### src/design/shim_settings.svh
/*
 * Width, depth and address constants shared by the legacy link shim.
 * Include before any package or module that sizes its ports from these.
 */
`ifndef SHIM_SETTINGS_SVH
`define SHIM_SETTINGS_SVH

// Link side widths
`define SHIM_DATA_WIDTH       64
`define SHIM_ADDR_WIDTH       32  // Cache line address
`define SHIM_MDATA_WIDTH      14  // Request tag
`define SHIM_MMIO_ADDR_WIDTH  16
`define SHIM_RX_HDR_WIDTH     20  // Receive header word

// Accelerator side widths, wider than the link
`define SHIM_AFU_ADDR_WIDTH   42
`define SHIM_AFU_MDATA_WIDTH  16

// Write relocation
`define SHIM_MAX_WRITE_REQS         16
`define SHIM_ALMOST_FULL_THRESHOLD  4

// A CSR write here is turned into an mmio read
`define SHIM_CSR_READ_COMPAT_ADDR   16'h0ff0

`endif
### src/design/shim_pkg.sv
/*
 * Request and response encodings of the link, and the receive header
 * word that carries either a memory response or an mmio request.
 */
`include "shim_settings.svh"

package shim_pkg;

    // Request kinds on the transmit channels
    typedef enum logic [3:0] {
        req_wrline_i = 4'h1,
        req_wrline_m = 4'h2,
        req_rdline   = 4'h4,
        req_wrfence  = 4'h5,
        req_intr     = 4'h8
    } req_type_e;

    // Response kinds on the receive channels
    typedef enum logic [3:0] {
        rsp_wrline = 4'h1,
        rsp_rdline = 4'h4,
        rsp_intr   = 4'h8,
        rsp_umsg   = 4'hf
    } rsp_type_e;

    // -------------------
    // Receive header views

    typedef struct packed {
        rsp_type_e                                        rsp_type;
        logic [`SHIM_RX_HDR_WIDTH-4-`SHIM_MDATA_WIDTH-1:0] rsvd;
        logic [`SHIM_MDATA_WIDTH-1:0]                     mdata;
    } rsp_hdr_t;

    typedef struct packed {
        logic [`SHIM_RX_HDR_WIDTH-2-`SHIM_MMIO_ADDR_WIDTH-1:0] rsvd;
        logic [1:0]                                            length;   // In 4 byte words
        logic [`SHIM_MMIO_ADDR_WIDTH-1:0]                     address;  // Overlays the tag
    } mmio_hdr_t;

    typedef union packed {
        rsp_hdr_t  rsp;
        mmio_hdr_t mmio;
    } rx_hdr_u;

endpackage

### src/design/legacy_link_shim.sv
/*
 * Top of the shim between an accelerator and the older two-channel link.
 * Requests pass straight through; responses are registered and regrouped.
 */
`timescale 1ns/1ps
`include "shim_settings.svh"

module legacy_link_shim
(
    input  logic                              clk,
    input  logic                              reset,

    // Accelerator requests
    input  logic                              c0_tx_rd_valid,
    input  logic [`SHIM_AFU_ADDR_WIDTH-1:0]   c0_tx_addr,
    input  logic [`SHIM_AFU_MDATA_WIDTH-1:0]  c0_tx_mdata,
    input  logic                              c1_tx_wr_valid,
    input  logic                              c1_tx_intr_valid,
    input  shim_pkg::req_type_e               c1_tx_req_type,
    input  logic [`SHIM_AFU_ADDR_WIDTH-1:0]   c1_tx_addr,
    input  logic [`SHIM_AFU_MDATA_WIDTH-1:0]  c1_tx_mdata,
    input  logic [`SHIM_DATA_WIDTH-1:0]       c1_tx_data,
    output logic                              c0_tx_alm_full,
    output logic                              c1_tx_alm_full,

    // Accelerator responses
    output shim_pkg::rx_hdr_u                 c0_rx_hdr,
    output logic [`SHIM_DATA_WIDTH-1:0]       c0_rx_data,
    output logic                              c0_rx_wr_valid,
    output logic                              c0_rx_rd_valid,
    output logic                              c0_rx_umsg_valid,
    output logic                              c0_rx_mmio_wr_valid,
    output logic                              c0_rx_mmio_rd_valid,
    output shim_pkg::rx_hdr_u                 c1_rx_hdr,
    output logic                              c1_rx_wr_valid,
    output logic                              c1_rx_intr_valid,

    // Link requests
    output logic                              link_c0_tx_rd_valid,
    output logic [`SHIM_ADDR_WIDTH-1:0]       link_c0_tx_addr,
    output logic [`SHIM_MDATA_WIDTH-1:0]      link_c0_tx_mdata,
    output logic                              link_c1_tx_wr_valid,
    output logic                              link_c1_tx_intr_valid,
    output shim_pkg::req_type_e               link_c1_tx_req_type,
    output logic [`SHIM_ADDR_WIDTH-1:0]       link_c1_tx_addr,
    output logic [`SHIM_MDATA_WIDTH-1:0]      link_c1_tx_mdata,
    output logic [`SHIM_DATA_WIDTH-1:0]       link_c1_tx_data,
    input  logic                              link_c0_tx_alm_full,
    input  logic                              link_c1_tx_alm_full,

    // Link responses
    input  shim_pkg::rx_hdr_u                 link_c0_rx_hdr,
    input  logic [`SHIM_DATA_WIDTH-1:0]       link_c0_rx_data,
    input  logic                              link_c0_rx_wr_valid,
    input  logic                              link_c0_rx_rd_valid,
    input  logic                              link_c0_rx_cg_valid,
    input  logic                              link_c0_rx_ug_valid,
    input  shim_pkg::rx_hdr_u                 link_c1_rx_hdr,
    input  logic                              link_c1_rx_wr_valid,
    input  logic                              link_c1_rx_intr_valid
);

    shim_pkg::rx_hdr_u            c1_nat_hdr;
    logic                         c1_nat_wr_valid;
    logic                         c1_nat_intr_valid;
    logic                         c0_wr_rsp_valid;
    logic [`SHIM_MDATA_WIDTH-1:0] c0_wr_rsp_mdata;
    logic [`SHIM_MDATA_WIDTH-1:0] wr_rsp_mdata;
    logic                         wr_rsp_not_empty;
    logic                         wr_rsp_deq_en;
    logic                         credit_alm_full;

    // --------------------
    // Request path, upper bits dropped to fit the link
    assign link_c0_tx_rd_valid   = c0_tx_rd_valid;
    assign link_c0_tx_addr       = c0_tx_addr[`SHIM_ADDR_WIDTH-1:0];
    assign link_c0_tx_mdata      = c0_tx_mdata[`SHIM_MDATA_WIDTH-1:0];
    assign link_c1_tx_wr_valid   = c1_tx_wr_valid;
    assign link_c1_tx_intr_valid = c1_tx_intr_valid;
    assign link_c1_tx_req_type   = c1_tx_req_type;
    assign link_c1_tx_addr       = c1_tx_addr[`SHIM_ADDR_WIDTH-1:0];
    assign link_c1_tx_mdata      = c1_tx_mdata[`SHIM_MDATA_WIDTH-1:0];
    assign link_c1_tx_data       = c1_tx_data;

    assign c0_tx_alm_full = link_c0_tx_alm_full;
    assign c1_tx_alm_full = link_c1_tx_alm_full || credit_alm_full;

    // --------------------
    // Response path

    // Write responses only ever leave on channel 1
    assign c0_rx_wr_valid = 1'b0;

    csr_rx_decoder rx_dec
    (
        .clk,
        .reset,
        .link_c0_rx_hdr,
        .link_c0_rx_data,
        .link_c0_rx_wr_valid,
        .link_c0_rx_rd_valid,
        .link_c0_rx_cg_valid,
        .link_c0_rx_ug_valid,
        .link_c1_rx_hdr,
        .link_c1_rx_wr_valid,
        .link_c1_rx_intr_valid,
        .c0_rx_hdr,
        .c0_rx_data,
        .c0_rx_rd_valid,
        .c0_rx_umsg_valid,
        .c0_rx_mmio_wr_valid,
        .c0_rx_mmio_rd_valid,
        .c0_wr_rsp_valid,
        .c0_wr_rsp_mdata,
        .c1_nat_hdr,
        .c1_nat_wr_valid,
        .c1_nat_intr_valid
    );

    wr_rsp_queue wr_q
    (
        .clk,
        .reset,
        .enq_en      (c0_wr_rsp_valid),
        .enq_mdata   (c0_wr_rsp_mdata),
        .deq_en      (wr_rsp_deq_en),
        .first_mdata (wr_rsp_mdata),
        .not_empty   (wr_rsp_not_empty)
    );

    c1_rsp_arbiter c1_arb
    (
        .c1_nat_hdr,
        .c1_nat_wr_valid,
        .c1_nat_intr_valid,
        .queue_not_empty (wr_rsp_not_empty),
        .queue_mdata     (wr_rsp_mdata),
        .deq_en          (wr_rsp_deq_en),
        .c1_rx_hdr,
        .c1_rx_wr_valid,
        .c1_rx_intr_valid
    );

    wr_credit_counter credits
    (
        .clk,
        .reset,
        .c1_tx_wr_valid,
        .c1_tx_req_type,
        .c1_rx_wr_valid,   // After arbitration, so relocated responses count
        .credit_alm_full
    );

endmodule

### src/design/wr_credit_counter.sv
/*
 * Tracks write lines still waiting for a response and raises almost-full
 * early enough that the relocation queue never overflows.
 */
`timescale 1ns/1ps
`include "shim_settings.svh"

module wr_credit_counter
(
    input  logic                 clk,
    input  logic                 reset,
    input  logic                 c1_tx_wr_valid,
    input  shim_pkg::req_type_e  c1_tx_req_type,
    input  logic                 c1_rx_wr_valid,
    output logic                 credit_alm_full
);

    localparam int LIMIT = `SHIM_MAX_WRITE_REQS - `SHIM_ALMOST_FULL_THRESHOLD;

    logic [$clog2(`SHIM_MAX_WRITE_REQS):0] num_active;
    logic                                  wr_req;

    // Fences and interrupts get no write response
    assign wr_req = c1_tx_wr_valid &&
                    ((c1_tx_req_type == shim_pkg::req_wrline_i) ||
                     (c1_tx_req_type == shim_pkg::req_wrline_m));

    always_ff @(posedge clk)
    begin
        if (reset)
            num_active <= '0;
        else if (wr_req && !c1_rx_wr_valid)
            num_active <= num_active + 1'b1;
        else if (!wr_req && c1_rx_wr_valid)
            num_active <= num_active - 1'b1;
    end

    assign credit_alm_full = (num_active >= LIMIT);

endmodule

### src/design/c1_rsp_arbiter.sv
/*
 * Fixed priority mux for the channel 1 response port. Native responses
 * win; queued write responses fill the idle cycles.
 */
`timescale 1ns/1ps
`include "shim_settings.svh"

module c1_rsp_arbiter
(
    input  shim_pkg::rx_hdr_u             c1_nat_hdr,
    input  logic                          c1_nat_wr_valid,
    input  logic                          c1_nat_intr_valid,
    input  logic                          queue_not_empty,
    input  logic [`SHIM_MDATA_WIDTH-1:0]  queue_mdata,
    output logic                          deq_en,
    output shim_pkg::rx_hdr_u             c1_rx_hdr,
    output logic                          c1_rx_wr_valid,
    output logic                          c1_rx_intr_valid
);

    logic nat_busy;

    assign nat_busy = c1_nat_wr_valid || c1_nat_intr_valid;

    always_comb
    begin
        c1_rx_hdr        = c1_nat_hdr;
        c1_rx_wr_valid   = c1_nat_wr_valid;
        c1_rx_intr_valid = c1_nat_intr_valid;
        deq_en           = 1'b0;

        if (!nat_busy && queue_not_empty)
        begin
            // Relocated write response
            c1_rx_hdr              = '0;
            c1_rx_hdr.rsp.rsp_type = shim_pkg::rsp_wrline;
            c1_rx_hdr.rsp.mdata    = queue_mdata;
            c1_rx_wr_valid         = 1'b1;
            deq_en                 = 1'b1;   // Grant pops the head
        end
    end

endmodule

### src/design/wr_rsp_queue.sv
/*
 * Tag FIFO for channel 0 write responses waiting to go out on channel 1.
 * Head is visible on first_mdata while not_empty is high.
 */
`timescale 1ns/1ps
`include "shim_settings.svh"

module wr_rsp_queue
(
    input  logic                          clk,
    input  logic                          reset,
    input  logic                          enq_en,
    input  logic [`SHIM_MDATA_WIDTH-1:0]  enq_mdata,
    input  logic                          deq_en,
    output logic [`SHIM_MDATA_WIDTH-1:0]  first_mdata,
    output logic                          not_empty
);

    localparam int DEPTH = `SHIM_MAX_WRITE_REQS;
    localparam int PTR_W = $clog2(DEPTH);

    logic [`SHIM_MDATA_WIDTH-1:0] mem [DEPTH];
    logic [PTR_W-1:0]             wr_ptr;
    logic [PTR_W-1:0]             rd_ptr;
    logic [PTR_W:0]               count;   // Holds 0 to DEPTH

    always_ff @(posedge clk)
    begin
        if (enq_en)
        begin
            mem[wr_ptr] <= enq_mdata;
        end
    end

    always_ff @(posedge clk)
    begin
        if (reset)
        begin
            wr_ptr <= '0;
            rd_ptr <= '0;
            count  <= '0;
        end
        else
        begin
            if (enq_en)
                wr_ptr <= wr_ptr + 1'b1;   // Wraps at DEPTH
            if (deq_en)
                rd_ptr <= rd_ptr + 1'b1;
            count <= count + (PTR_W + 1)'(enq_en) - (PTR_W + 1)'(deq_en);
        end
    end

    assign first_mdata = mem[rd_ptr];
    assign not_empty   = (count != '0);

endmodule

### src/design/csr_rx_decoder.sv
/*
 * Input register for the link receive wires. Turns channel 0 CSR writes
 * into mmio writes or compatibility mmio reads and splits off write responses.
 */
`timescale 1ns/1ps
`include "shim_settings.svh"

module csr_rx_decoder
(
    input  logic                          clk,
    input  logic                          reset,
    input  shim_pkg::rx_hdr_u             link_c0_rx_hdr,
    input  logic [`SHIM_DATA_WIDTH-1:0]   link_c0_rx_data,
    input  logic                          link_c0_rx_wr_valid,
    input  logic                          link_c0_rx_rd_valid,
    input  logic                          link_c0_rx_cg_valid,
    input  logic                          link_c0_rx_ug_valid,
    input  shim_pkg::rx_hdr_u             link_c1_rx_hdr,
    input  logic                          link_c1_rx_wr_valid,
    input  logic                          link_c1_rx_intr_valid,
    output shim_pkg::rx_hdr_u             c0_rx_hdr,
    output logic [`SHIM_DATA_WIDTH-1:0]   c0_rx_data,
    output logic                          c0_rx_rd_valid,
    output logic                          c0_rx_umsg_valid,
    output logic                          c0_rx_mmio_wr_valid,
    output logic                          c0_rx_mmio_rd_valid,
    output logic                          c0_wr_rsp_valid,
    output logic [`SHIM_MDATA_WIDTH-1:0]  c0_wr_rsp_mdata,
    output shim_pkg::rx_hdr_u             c1_nat_hdr,
    output logic                          c1_nat_wr_valid,
    output logic                          c1_nat_intr_valid
);

    logic [31:0]                 csr_wr_high;  // Low word of the last CSR write
    logic                        csr_is_rd;
    shim_pkg::rx_hdr_u           mmio_hdr;
    logic [`SHIM_DATA_WIDTH-1:0] csr_data;

    // --------------------
    // CSR decode

    // The tag field doubles as the CSR address
    assign csr_is_rd = (link_c0_rx_hdr.mmio.address == `SHIM_CSR_READ_COMPAT_ADDR);

    always_comb
    begin
        mmio_hdr = '0;
        mmio_hdr.mmio.length = 2'd1;
        if (csr_is_rd)
        begin
            // Read address sits in the data of the trigger write
            mmio_hdr.mmio.address = link_c0_rx_data[`SHIM_MMIO_ADDR_WIDTH-1:0];
        end
        else
        begin
            mmio_hdr.mmio.address = link_c0_rx_hdr.mmio.address;
        end
    end

    // Link CSRs are 4 bytes, so the high half comes from the write before
    always_comb
    begin
        csr_data = link_c0_rx_data;
        csr_data[63:32] = csr_wr_high;
    end

    // --------------------
    // Input register

    always_ff @(posedge clk)
    begin
        c0_rx_hdr  <= link_c0_rx_cg_valid ? mmio_hdr : link_c0_rx_hdr;
        c0_rx_data <= link_c0_rx_cg_valid ? csr_data : link_c0_rx_data;
        c1_nat_hdr <= link_c1_rx_hdr;
    end

    always_ff @(posedge clk)
    begin
        if (reset)
        begin
            csr_wr_high         <= '0;
            c0_rx_rd_valid      <= 1'b0;
            c0_rx_umsg_valid    <= 1'b0;
            c0_rx_mmio_wr_valid <= 1'b0;
            c0_rx_mmio_rd_valid <= 1'b0;
            c0_wr_rsp_valid     <= 1'b0;
            c1_nat_wr_valid     <= 1'b0;
            c1_nat_intr_valid   <= 1'b0;
        end
        else
        begin
            if (link_c0_rx_cg_valid)
            begin
                csr_wr_high <= link_c0_rx_data[31:0];
            end
            c0_rx_rd_valid      <= link_c0_rx_rd_valid;
            c0_rx_umsg_valid    <= link_c0_rx_ug_valid;
            c0_rx_mmio_wr_valid <= link_c0_rx_cg_valid && !csr_is_rd;
            c0_rx_mmio_rd_valid <= link_c0_rx_cg_valid && csr_is_rd;
            c0_wr_rsp_valid     <= link_c0_rx_wr_valid;   // Diverted to channel 1
            c1_nat_wr_valid     <= link_c1_rx_wr_valid;
            c1_nat_intr_valid   <= link_c1_rx_intr_valid;
        end
    end

    assign c0_wr_rsp_mdata = c0_rx_hdr.rsp.mdata;

endmodule

### config.mk
export PLATFORM = sky130hd
export DESIGN_NAME = legacy_link_shim
export DESIGN_NICKNAME = d
export VERILOG_FILES = /design/src/design/shim_pkg.sv /design/src/design/legacy_link_shim.sv /design/src/design/wr_credit_counter.sv /design/src/design/c1_rsp_arbiter.sv /design/src/design/wr_rsp_queue.sv /design/src/design/csr_rx_decoder.sv
export VERILOG_INCLUDE_DIRS = /design/src /design/src/design
export SDC_FILE = /design/constraint.sdc
export NUM_CORES = 1
export LEC_CHECK = 0
export BUFFER_PORTS_ARGS = -buffer_cell sky130_fd_sc_hd__buf_2
export CORE_ASPECT_RATIO = 0.9
export CORE_MARGIN = 8
export CORE_UTILIZATION = 35
export CTS_CLUSTER_SIZE = 16
export DETAILED_ROUTE_END_ITERATION = 10
export GPL_TIMING_DRIVEN = 0
export PLACE_DENSITY = 0.68
export SLEW_MARGIN = 20
export SYNTH_ARGS = -nofsm -noshare
export SYNTH_HDL_FRONTEND = slang
export SYNTH_SLANG_ARGS = --single-unit
### constraint.sdc
create_clock -name clk -period 5.1 [get_ports clk]
set_input_delay 1.02 -clock clk [delete_from_list [all_inputs] [get_ports clk]]
set_output_delay 1.02 -clock clk [all_outputs]
set_load 0.02 [all_outputs]
==> impl_metrics.toml, run 1 <==
[run_status]
status = "completed"

[setup_path]
crit_arrival_ps = 3400
end_kind = "output pin"
path_max_fanout = 10
worstPathRequired_ps = 4080
worstSetupStartpointType = "flip-flop"
worstSetupPathType = "reg -> out"

[cts]
post_cts_resized = 0
postCtsSetupBuffers = 0
cts_buffers = 41
clockBufferDepth = 3
numClockSinks = 389
tritoncts = "yes"
cts-root-buf = "clkbuf_16"
path_clk_slew_ps = 60
htree_num_levels = 2
cts-hold-fix-buffers = 0
clock_latency_ps = 560

[timing]
final_max_slew_viol_count = 0
fin_skew_ps = 13.1
min_period_over_period_pct = 86.6
setup_viol = 0
max_slew_margin_pct = 30.9
hold_violations = 0
final.min_clock_period_ps = 4420
fin_tns_setup_ps = 0
grt_setup_unrepaired = "false"
clock.fmax_ghz = 0.226
layout_setup_ws_ps = 681
worst_slew_pin_slew_ps = 1030

[synth]
synthDistinctLibCells = 45
synth_cells = 966
ys_seq_area_share_pct = 66.3
synth_flop_cell = "edfxtp_1"
avgSynthCellArea_um2 = 15.7
synth_area_mm2 = 0.0151
synth_seq_cells = 389
yosys_warnings = 0
mappedNetlistNets = 1283
synthArstFlopShare_pct = 0
synth_edf_count = 224

[floorplanning]
core_mm2 = 0.0428
dieArea_mm2 = 0.0501
row_count = 72
die_h_um = 213
start_util_pct = 35.3
die_w_um = 235
ioPinCount = 577

[drt]
wl_per_cell_um = 22.9
first_pass_iters = 4
drtIter0Drc = 550
detail-route-antenna-nets = 0
vias_per_cell = 4.65
drc = 0
vias = 9258
wl_um = 45500

[cells_and_area]
nets = 1716
layout_commonest_cell = "buf_2"
fin_util_pct = 44.7
mostFrequentLayoutCells = "buf_2, edfxtp_1, dfxtp_1, buf_4, nor2_1"
layout.cells.non_filler = 1990
drive_gt1_share_pct = 51.2
syn2layout_area_growth_pct = 26.5

[placement]
io_buffers = 390
place.gp.congestion = 0.967
dpl.hpwl_um = 35300
pre_cts_slack_ps = 1290
dp.cells = 1911

[power]
leakage_nw = 7.95
power_density_mw_per_mm2 = 433
vdd_drop_max_mv = 0.270

[job]
maxCapViolations = 0

[grt]
grt_use_total_pct = 17.3
first_global_vias = 10100
grt_overflow_total = 0
grt_pass1_wl_um = 65100
grt_antenna_before_repair = 12
grt_max_degree = 18

[hold_path]
hold_path.class = "reg -> reg"
-- area by class of cell --
class,count,area (um2)
Fill cell,3786,23700
Sequential cell,389,10000
Multi-Input combinational cell,365,3660
Timing Repair Buffer,390,1950
Buffer,202,1390
Clock buffer,56,1110
Tap cell,555,694
Clock inverter,19,233
Inverter,10,37.5
Antenna cell,4,10.0
-- cell usage after synthesis, types with 10 or more instances --
master,number,area [um2]
ha_1,14,175
nor2b_1,13,81.3
mux4_2,56,1260
mux2_2,33,372
clkbuf_1,15,56.3
a21o_1,11,82.6
buf_4,165,1240
inv_1,10,37.5
and2_1,22,138
edfxtp_1,224,6730
mux2i_1,50,500
buf_2,13,65.1
o211ai_1,13,97.6
nand2_1,19,71.3
a22oi_1,13,97.6
dfxtp_1,165,3300
nor2_1,57,214
-- path summary, 6_finish.rpt --
| kind | start | endpoint | slack (ps) | cells after the start |
|---|---|---|---|---|
| setup reg to reg | wr_q.count[3] | credits.num_active[4] | 1950 | 11 |
| hold reg to reg | rx_dec.csr_wr_high[30] | rx_dec.c0_rx_data[62] | 480 | 1 |
| hold / removal | rx_dec.csr_wr_high[30] | rx_dec.c0_rx_data[62] | 480 | 1 |
| setup / recovery | wr_q.count[2] | c1_rx_hdr[7] | 680 | 8 |
-- through the flow --
stage,hold slack [ps],area (um2),total power [W]
floorplan,454,15100,0.00482
global placement,465,17800,0.00536
detailed placement,468,17800,0.00539
CTS,482,19100,0.00840
global route,496,19100,0.00864
finish,480,19100,0.00829
-- worst max-delay path, cell delays in order (launching register included) --
cell,delay [ps]
dfxtp_1,350
inv_1,70
ha_1,210
nor4b_1,180
nor3_1,840
clkbuf_1,540
a22oi_1,200
o211ai_1,220
buf_2,230
-- where the power goes --
group          total (W)  internal [W]  leakage (nW)  switching, W
clock            0.00299       0.00175         0.647       0.00124
combinational    0.00176      0.000784          3.90      0.000977
sequential       0.00354       0.00345          3.40     0.0000952
-- state kept, by name, indices dropped and copies added (netlist names), 5 cells and up, named ones only --
name,flops
rx_dec.c0_rx_data,64
wr_q.count,5
rx_dec.c1_nat_hdr,20
wr_q.mem,224
rx_dec.c0_rx_hdr,20
rx_dec.csr_wr_high,32
credits.num_active,5
-- per-layer routing --
layer  up-vias  part of all wire, %  GRT usage (%)
met5         -                 0.23              0
met4        14                  1.8           4.53
met3        61                   11           8.49
met2       382                   44           25.7
met1      4581                   43           22.4
li1       4220                    -              -
-- logic make-up (layout without fill, tap and decap cells) --
logic type	count (synthesis)	in the layout	synth area share, %
compound gates	50	50	2.37
buf+inv	212	677	9.46
mux	147	147	14.9
fa+ha+maj	16	16	1.42
simple gates	139	139	4.81
xor+xnor	12	12	0.695
other cells	1	5	0.0248
flops	389	389	66.3
No activity file was read; power rests on OpenSTA's default activity.
==> run 2: changes to the inputs <==
--- a/config.mk
+++ b/config.mk
@@ -7,7 +7,6 @@
 export NUM_CORES = 1
 export LEC_CHECK = 0
 export BUFFER_PORTS_ARGS = -buffer_cell sky130_fd_sc_hd__buf_2
-export CORE_ASPECT_RATIO = 0.9
 export CORE_MARGIN = 8
 export CORE_UTILIZATION = 35
 export CTS_CLUSTER_SIZE = 16
==> run 2 against run 1 <==
  * Clock power barely moved
  * Fmax rose by 4.5%
  * Critical path depth stayed put
  * Routed wire length grew 9.5%
  * First-iteration DRC count rose by 12%
  * Final cell count rose by 1.4%
  * Sequential share of layout area is 0.14 points lower
  * Clock skew up 2.9 ps
  * Setup slack improved by 190 ps
  * Die area is essentially flat
  * Critical endpoint is now c1_rx_hdr[11]
  * Largest cell class unchanged
  * Largest power group unchanged
==> impl_metrics.toml, run 2 (synthesis gave the netlist of run 1 again) <==
[cells_and_area]
layout_commonest_cell = "buf_2"
drive_gt1_share_pct = 51.3
nets = 1716
largest_register = "wr_q.mem"
top_regs = "wr_q.mem (224), rx_dec.c0_rx_data (64), rx_dec.csr_wr_high (32)"
syn2layout_area_growth_pct = 26.8
mostFrequentLayoutCells = "buf_2, edfxtp_1, dfxtp_1, buf_4, nor2_1"
largest_register_ffs = 224

[job]
maxCapViolations = 0

[floorplanning]
dieArea_mm2 = 0.0501
ioPinCount = 577
row_count = 76
core_mm2 = 0.0429
die_w_um = 224
die_h_um = 224
start_util_pct = 35.3

[drt]
first_pass_iters = 5
drt-met1-wl_um = 20800
highest_layer = "met5"
drtIter0Drc = 616
vias = 9254
dr_wl_met2_um = 23500
met3_wirelength_um = 4150
detail-route-antenna-nets = 0
wl_um = 49900
drc = 0
vias_per_cell = 4.59
wl_per_cell_um = 24.7

[grt]
grt_max_degree = 18
grt_pass1_wl_um = 69800
grt_antenna_before_repair = 7
first_global_vias = 9847
grt_overflow_total = 0
grt_use_total_pct = 19.1

[power]
finalPower_w = 0.00835
power_density_mw_per_mm2 = 435
vdd_drop_max_mv = 0.232
leakage_nw = 7.97

[setup_path]
slowest_stage = "nor3b_1"
r2r_end = "credits.num_active[4]"
path_cells = "inv_1 > ha_1 > nor4b_1 > nor3b_1 > clkbuf_1 > a22oi_1 > o211ai_1 > buf_2"
worstSetupPathType = "reg -> out"
r2r_start = "wr_q.count[3]"
slowest_delay_ps = 660
reg2regPathDepth = 11
end_kind = "output pin"
crit_arrival_ps = 3210
path_max_fanout = 10
r2r_slack_ps = 1970
worstPathRequired_ps = 4080
worstSetupStartpointType = "flip-flop"

[cts]
cts-hold-fix-buffers = 0
numClockSinks = 389
postCtsSetupBuffers = 0
clock_latency_ps = 560
htree_num_levels = 2
tritoncts = "yes"
cts_buffers = 41
path_clk_slew_ps = 60
clockBufferDepth = 3
post_cts_resized = 0
cts-root-buf = "clkbuf_16"

[timing]
clock.fmax_ghz = 0.236
worst_slew_pin_slew_ps = 896
fin_skew_ps = 16.0
grt_setup_unrepaired = "false"
fin_tns_setup_ps = 0
min_period_over_period_pct = 82.9
hold_violations = 0
max_slew_margin_pct = 40.2
hold_ws_ps = 483
layout_setup_ws_ps = 871
setup_viol = 0
final_max_slew_viol_count = 0
final.min_clock_period_ps = 4230

[placement]
io_buffers = 390
place.gp.congestion = 1.02
dpl.hpwl_um = 39100
pre_cts_slack_ps = 1460

[hold_path]
whs_endpoint = "rx_dec.c0_rx_data[48]"
whs_path_depth = 1
hp-start = "rx_dec.csr_wr_high[16]"
hold_path.class = "reg -> reg"

[run_status]
status = "completed"
run 2: where the power goes:
part	switching, W	internal (W)	total [W]
sequential	0.0000967	0.00345	0.00354
combinational	0.00100	0.000786	0.00179
clock	0.00124	0.00177	0.00301
run 2: worst max-delay path by stage:
stage | startpoint | cells past startpoint | end
after global routing | wr_q.count[2] | 8 | c1_rx_hdr[12]
final | wr_q.count[3] | 8 | c1_rx_hdr[11]
after CTS | wr_q.count[2] | 8 | c1_rx_hdr[12]
after floorplan | c1_tx_req_type[1] | 9 | credits.num_active[4]
after global placement | wr_q.count[2] | 8 | c1_rx_hdr[12]
after detailed placement | wr_q.count[2] | 8 | c1_rx_hdr[12]
run 2: worst max-delay path: cells and delay by family, from the launching register on:
| family | cells | cell delay (ps) |
|---|---|---|
| AOI/OAI and AO/OA | 2 | 470 |
| adders and majority gates | 1 | 190 |
| buffers and inverters | 3 | 790 |
| DFF | 1 | 340 |
| and+or+nand+nor | 2 | 850 |
run 2: cell type report:
class,instances,area (um2)
Antenna cell,2,5.00
Multi-Input combinational cell,365,3660
Sequential cell,389,10000
Inverter,10,37.5
Clock buffer,51,1120
Clock inverter,23,243
Buffer,202,1390
Tap cell,585,732
Timing Repair Buffer,390,1950
Fill cell,3836,23700
run 2: layer usage:
metal  global-route usage [%]  up-vias
met4                     6.35        2
met1                     24.1     4588
met5                        0        -
li1                         -     4222
met2                     30.3      373
met3                     6.94       69
run 2: stage by stage:
| step | area, um2 | utilization (%) | instances |
|---|---|---|---|
| after floorplan | 15100 | - | 966 |
| after global placement | 17800 | 41.5 | 1941 |
| after detailed placement | 17800 | 41.5 | 1941 |
| after CTS | 19200 | 44.7 | 2015 |
| after global routing | 19200 | 44.7 | 2016 |
| final | 19200 | 44.7 | 2017 |
==> run 3: changes to the inputs <==
--- a/config.mk
+++ b/config.mk
@@ -6,13 +6,14 @@
 export SDC_FILE = /design/constraint.sdc
 export NUM_CORES = 1
 export LEC_CHECK = 0
+export ABC_AREA = 1
 export BUFFER_PORTS_ARGS = -buffer_cell sky130_fd_sc_hd__buf_2
 export CORE_MARGIN = 8
 export CORE_UTILIZATION = 35
 export CTS_CLUSTER_SIZE = 16
 export DETAILED_ROUTE_END_ITERATION = 10
 export GPL_TIMING_DRIVEN = 0
-export PLACE_DENSITY = 0.68
+export PLACE_DENSITY = 0.7
 export SLEW_MARGIN = 20
 export SYNTH_ARGS = -nofsm -noshare
 export SYNTH_HDL_FRONTEND = slang
==> constraint.sdc (replaced) <==
create_clock -name clk -period 3.8 [get_ports clk]
set_input_delay 0.76 -clock clk [delete_from_list [all_inputs] [get_ports clk]]
set_output_delay 0.76 -clock clk [all_outputs]
set_load 0.02 [all_outputs]
==> run 3 against run 2 <==
  * Final cell count rose by 39%
  * Utilization fell by 0.59 points
  * Area after synthesis grew 8.1%
  * Largest power group unchanged
  * Clock power up 34%
  * Synthesized cell count grew 80%
  * Hold slack worse by 170 ps
  * Global-route usage is 0.96 points lower
  * First-iteration DRC count increased by 69%
  * Register-to-register slack got worse by 1000 ps
==> impl_metrics.toml, run 3 <==
[drt]
detail-route-antenna-nets = 0
dr_wl_met2_um = 25400
drt-met1-wl_um = 19700
wl_per_cell_um = 18.3
drtIter0Drc = 1039
vias_per_cell = 4.52
drc = 0
wl_um = 51400
met3_wirelength_um = 4580
highest_layer = "met5"
first_pass_iters = 7
vias = 12700

[cts]
cts-hold-fix-buffers = 0
post_cts_resized = 0
path_clk_slew_ps = 60
clockBufferDepth = 3
postCtsSetupBuffers = 0
cts_buffers = 40
cts-root-buf = "clkbuf_16"
htree_num_levels = 2
numClockSinks = 389
clock_latency_ps = 550
tritoncts = "yes"

[grt]
grt_use_total_pct = 18.2
first_global_vias = 13400
grt_pass1_wl_um = 75700
grt_max_degree = 18
grt_antenna_before_repair = 2
grt_overflow_total = 0

[cells_and_area]
nFillCells = 4331
mostFrequentLayoutCells = "nand2_1, buf_2, edfxtp_1"
fin_util_pct = 44.1
postLayoutCellArea_mm2 = 0.0205
diodes = 0
layout_commonest_cell = "nand2_1"
largest_register_ffs = 224
largest_register = "wr_q.mem"
area.sequential_mm2 = 0.0100
nets = 2484
multiInputGateArea_mm2 = 0.00388
syn2layout_area_growth_pct = 25.1
drive_gt1_share_pct = 31.2
top_regs = "wr_q.mem (224), rx_dec.c0_rx_data (64), rx_dec.csr_wr_high (32)"

[setup_path]
r2r_end = "credits.num_active[3]"
worstSetupStartpointType = "flip-flop"
worstSetupPathType = "reg -> out"
reg2regPathDepth = 16
r2r_slack_ps = 960
path_max_fanout = 10
crit_arrival_ps = 2540
end_kind = "output pin"
r2r_start = "wr_q.count[3]"
crit_path_end = "c1_rx_hdr[9]"
worstPathRequired_ps = 3040

[placement]
pre_cts_slack_ps = 944
io_buffers = 391
dpl.hpwl_um = 38900
place_area_mm2 = 0.0191
place.gp.congestion = 0.929

[synth]
synth_seq_cells = 389
avgSynthCellArea_um2 = 9.43
synth_top_area_share_pct = 41.2
synth_common_cells = "nand2_1, edfxtp_1, inv_1"
mappedNetlistNets = 2051
muxShareOfSynthArea_pct = 0
synth_edf_count = 224
synth-compound-area-share_pct = 1.84
synthSimpleGateAreaFrac_pct = 20.0
synthAdderAreaFrac_pct = 1.32
synth_top_cell_by_area = "edfxtp_1"
synth_flop_cell = "edfxtp_1"
synthMostInstantiatedCell = "nand2_1"
yosys_warnings = 0
synth_top_family_by_area = "simple AND/OR/NAND/NOR gates"
synthDistinctLibCells = 28
ys_seq_area_share_pct = 61.4
ys_top_cells_by_area = "edfxtp_1, dfxtp_1, nand2_1"
synth_xor_area_share_pct = 0.375
synth_cells = 1734
synth_area_mm2 = 0.0163
synthArstFlopShare_pct = 0

[floorplanning]
ioPinCount = 577
row_count = 79
dieArea_mm2 = 0.0539
core_mm2 = 0.0464
die_h_um = 232
die_w_um = 232
start_util_pct = 35.3

[timing]
worst_slew_pin_slew_ps = 977
clock.fmax_ghz = 0.303
setup_viol = 0
final_max_slew_viol_count = 0
hold_violations = 0
layout_setup_ws_ps = 502
fin_skew_ps = 15.4
min_period_over_period_pct = 86.8
hold_ws_ps = 310
grt_setup_unrepaired = "false"
max_slew_margin_pct = 34.8
fin_tns_setup_ps = 0
final.min_clock_period_ps = 3300

[power]
leakage_nw = 9.88
power_density_mw_per_mm2 = 568
vdd_drop_max_mv = 0.423

[hold_path]
hold_path.class = "in -> reg"

[run_status]
status = "completed"

[job]
maxCapViolations = 0
-- run 3: cell count changes after synthesis, moves of 22 or more --
cell     change
mux2i_1     -50
buf_2       +22
nor2_1      +65
nand2_1    +479
mux4_2      -56
mux2_2      -33
nand3_1    +168
and2_1      -22
o21ai_0     +40
inv_1      +209
-- run 3: kinds of logic after synthesis --
family | after synthesis
other cells | 1
simple gates | 804
xor+xnor | 7
compound gates | 59
flops | 389
buf+inv | 458
fa+ha+maj | 16
-- run 3: critical path, stage by stage, from the launching register on --
cell,delay [ps]
dfxtp_1,340
buf_2,300
buf_1,500
nand3_1,260
nand3_1,190
nand2_1,120
nand2_1,80
nand2_1,40
buf_2,150
-- run 3: worst min path at each step --
stage	start	cells after the start	to	slack, ps
after CTS	link_c1_rx_hdr[6]	1	rx_dec.c1_nat_hdr[6]	280
after global placement	rx_dec.csr_wr_high[0]	2	rx_dec.c0_rx_data[32]	430
after global routing	link_c1_rx_hdr[10]	1	rx_dec.c1_nat_hdr[10]	280
final	link_c1_rx_hdr[9]	1	rx_dec.c1_nat_hdr[9]	310
after detailed placement	rx_dec.csr_wr_high[0]	2	rx_dec.c0_rx_data[32]	430
after floorplan	rx_dec.csr_wr_high[0]	2	rx_dec.c0_rx_data[32]	420
-- run 3: per-layer routing --
metal  track usage (%)  up-vias
li1                  -     6152
met1              21.3     5942
met2              30.9      499
met3              5.83       93
met4              6.67        2
met5                 0        -
-- run 3: metrics by stage --
stage | instances | total power, W
CTS | 2804 | 0.0117
global route | 2804 | 0.0121
finish | 2804 | 0.0116
global placement | 2732 | 0.00760
detailed placement | 2732 | 0.00766
floorplan | 1734 | 0.00666
-- run 3: layout make-up --
type                    count  area share, %
clock inverters            15          0.795
plain buffers             236           8.01
repair buffers            391           9.57
multi-input cells         887           19.0
well taps                 607           3.71
inverters                 222           4.07
flip-flops and latches    389           49.0
clock buffers              57           5.82
-- run 3: power by group --
group / switching [W] / leakage (nW) / total, W / internal, W
Clock: 0.00164 / 0.661 / 0.00403 / 0.00239
Sequential: 0.000136 / 3.40 / 0.00476 / 0.00463
Combinational: 0.00186 / 5.82 / 0.00282 / 0.000961
Total: 0.00363 / 9.88 / 0.0116 / 0.00798
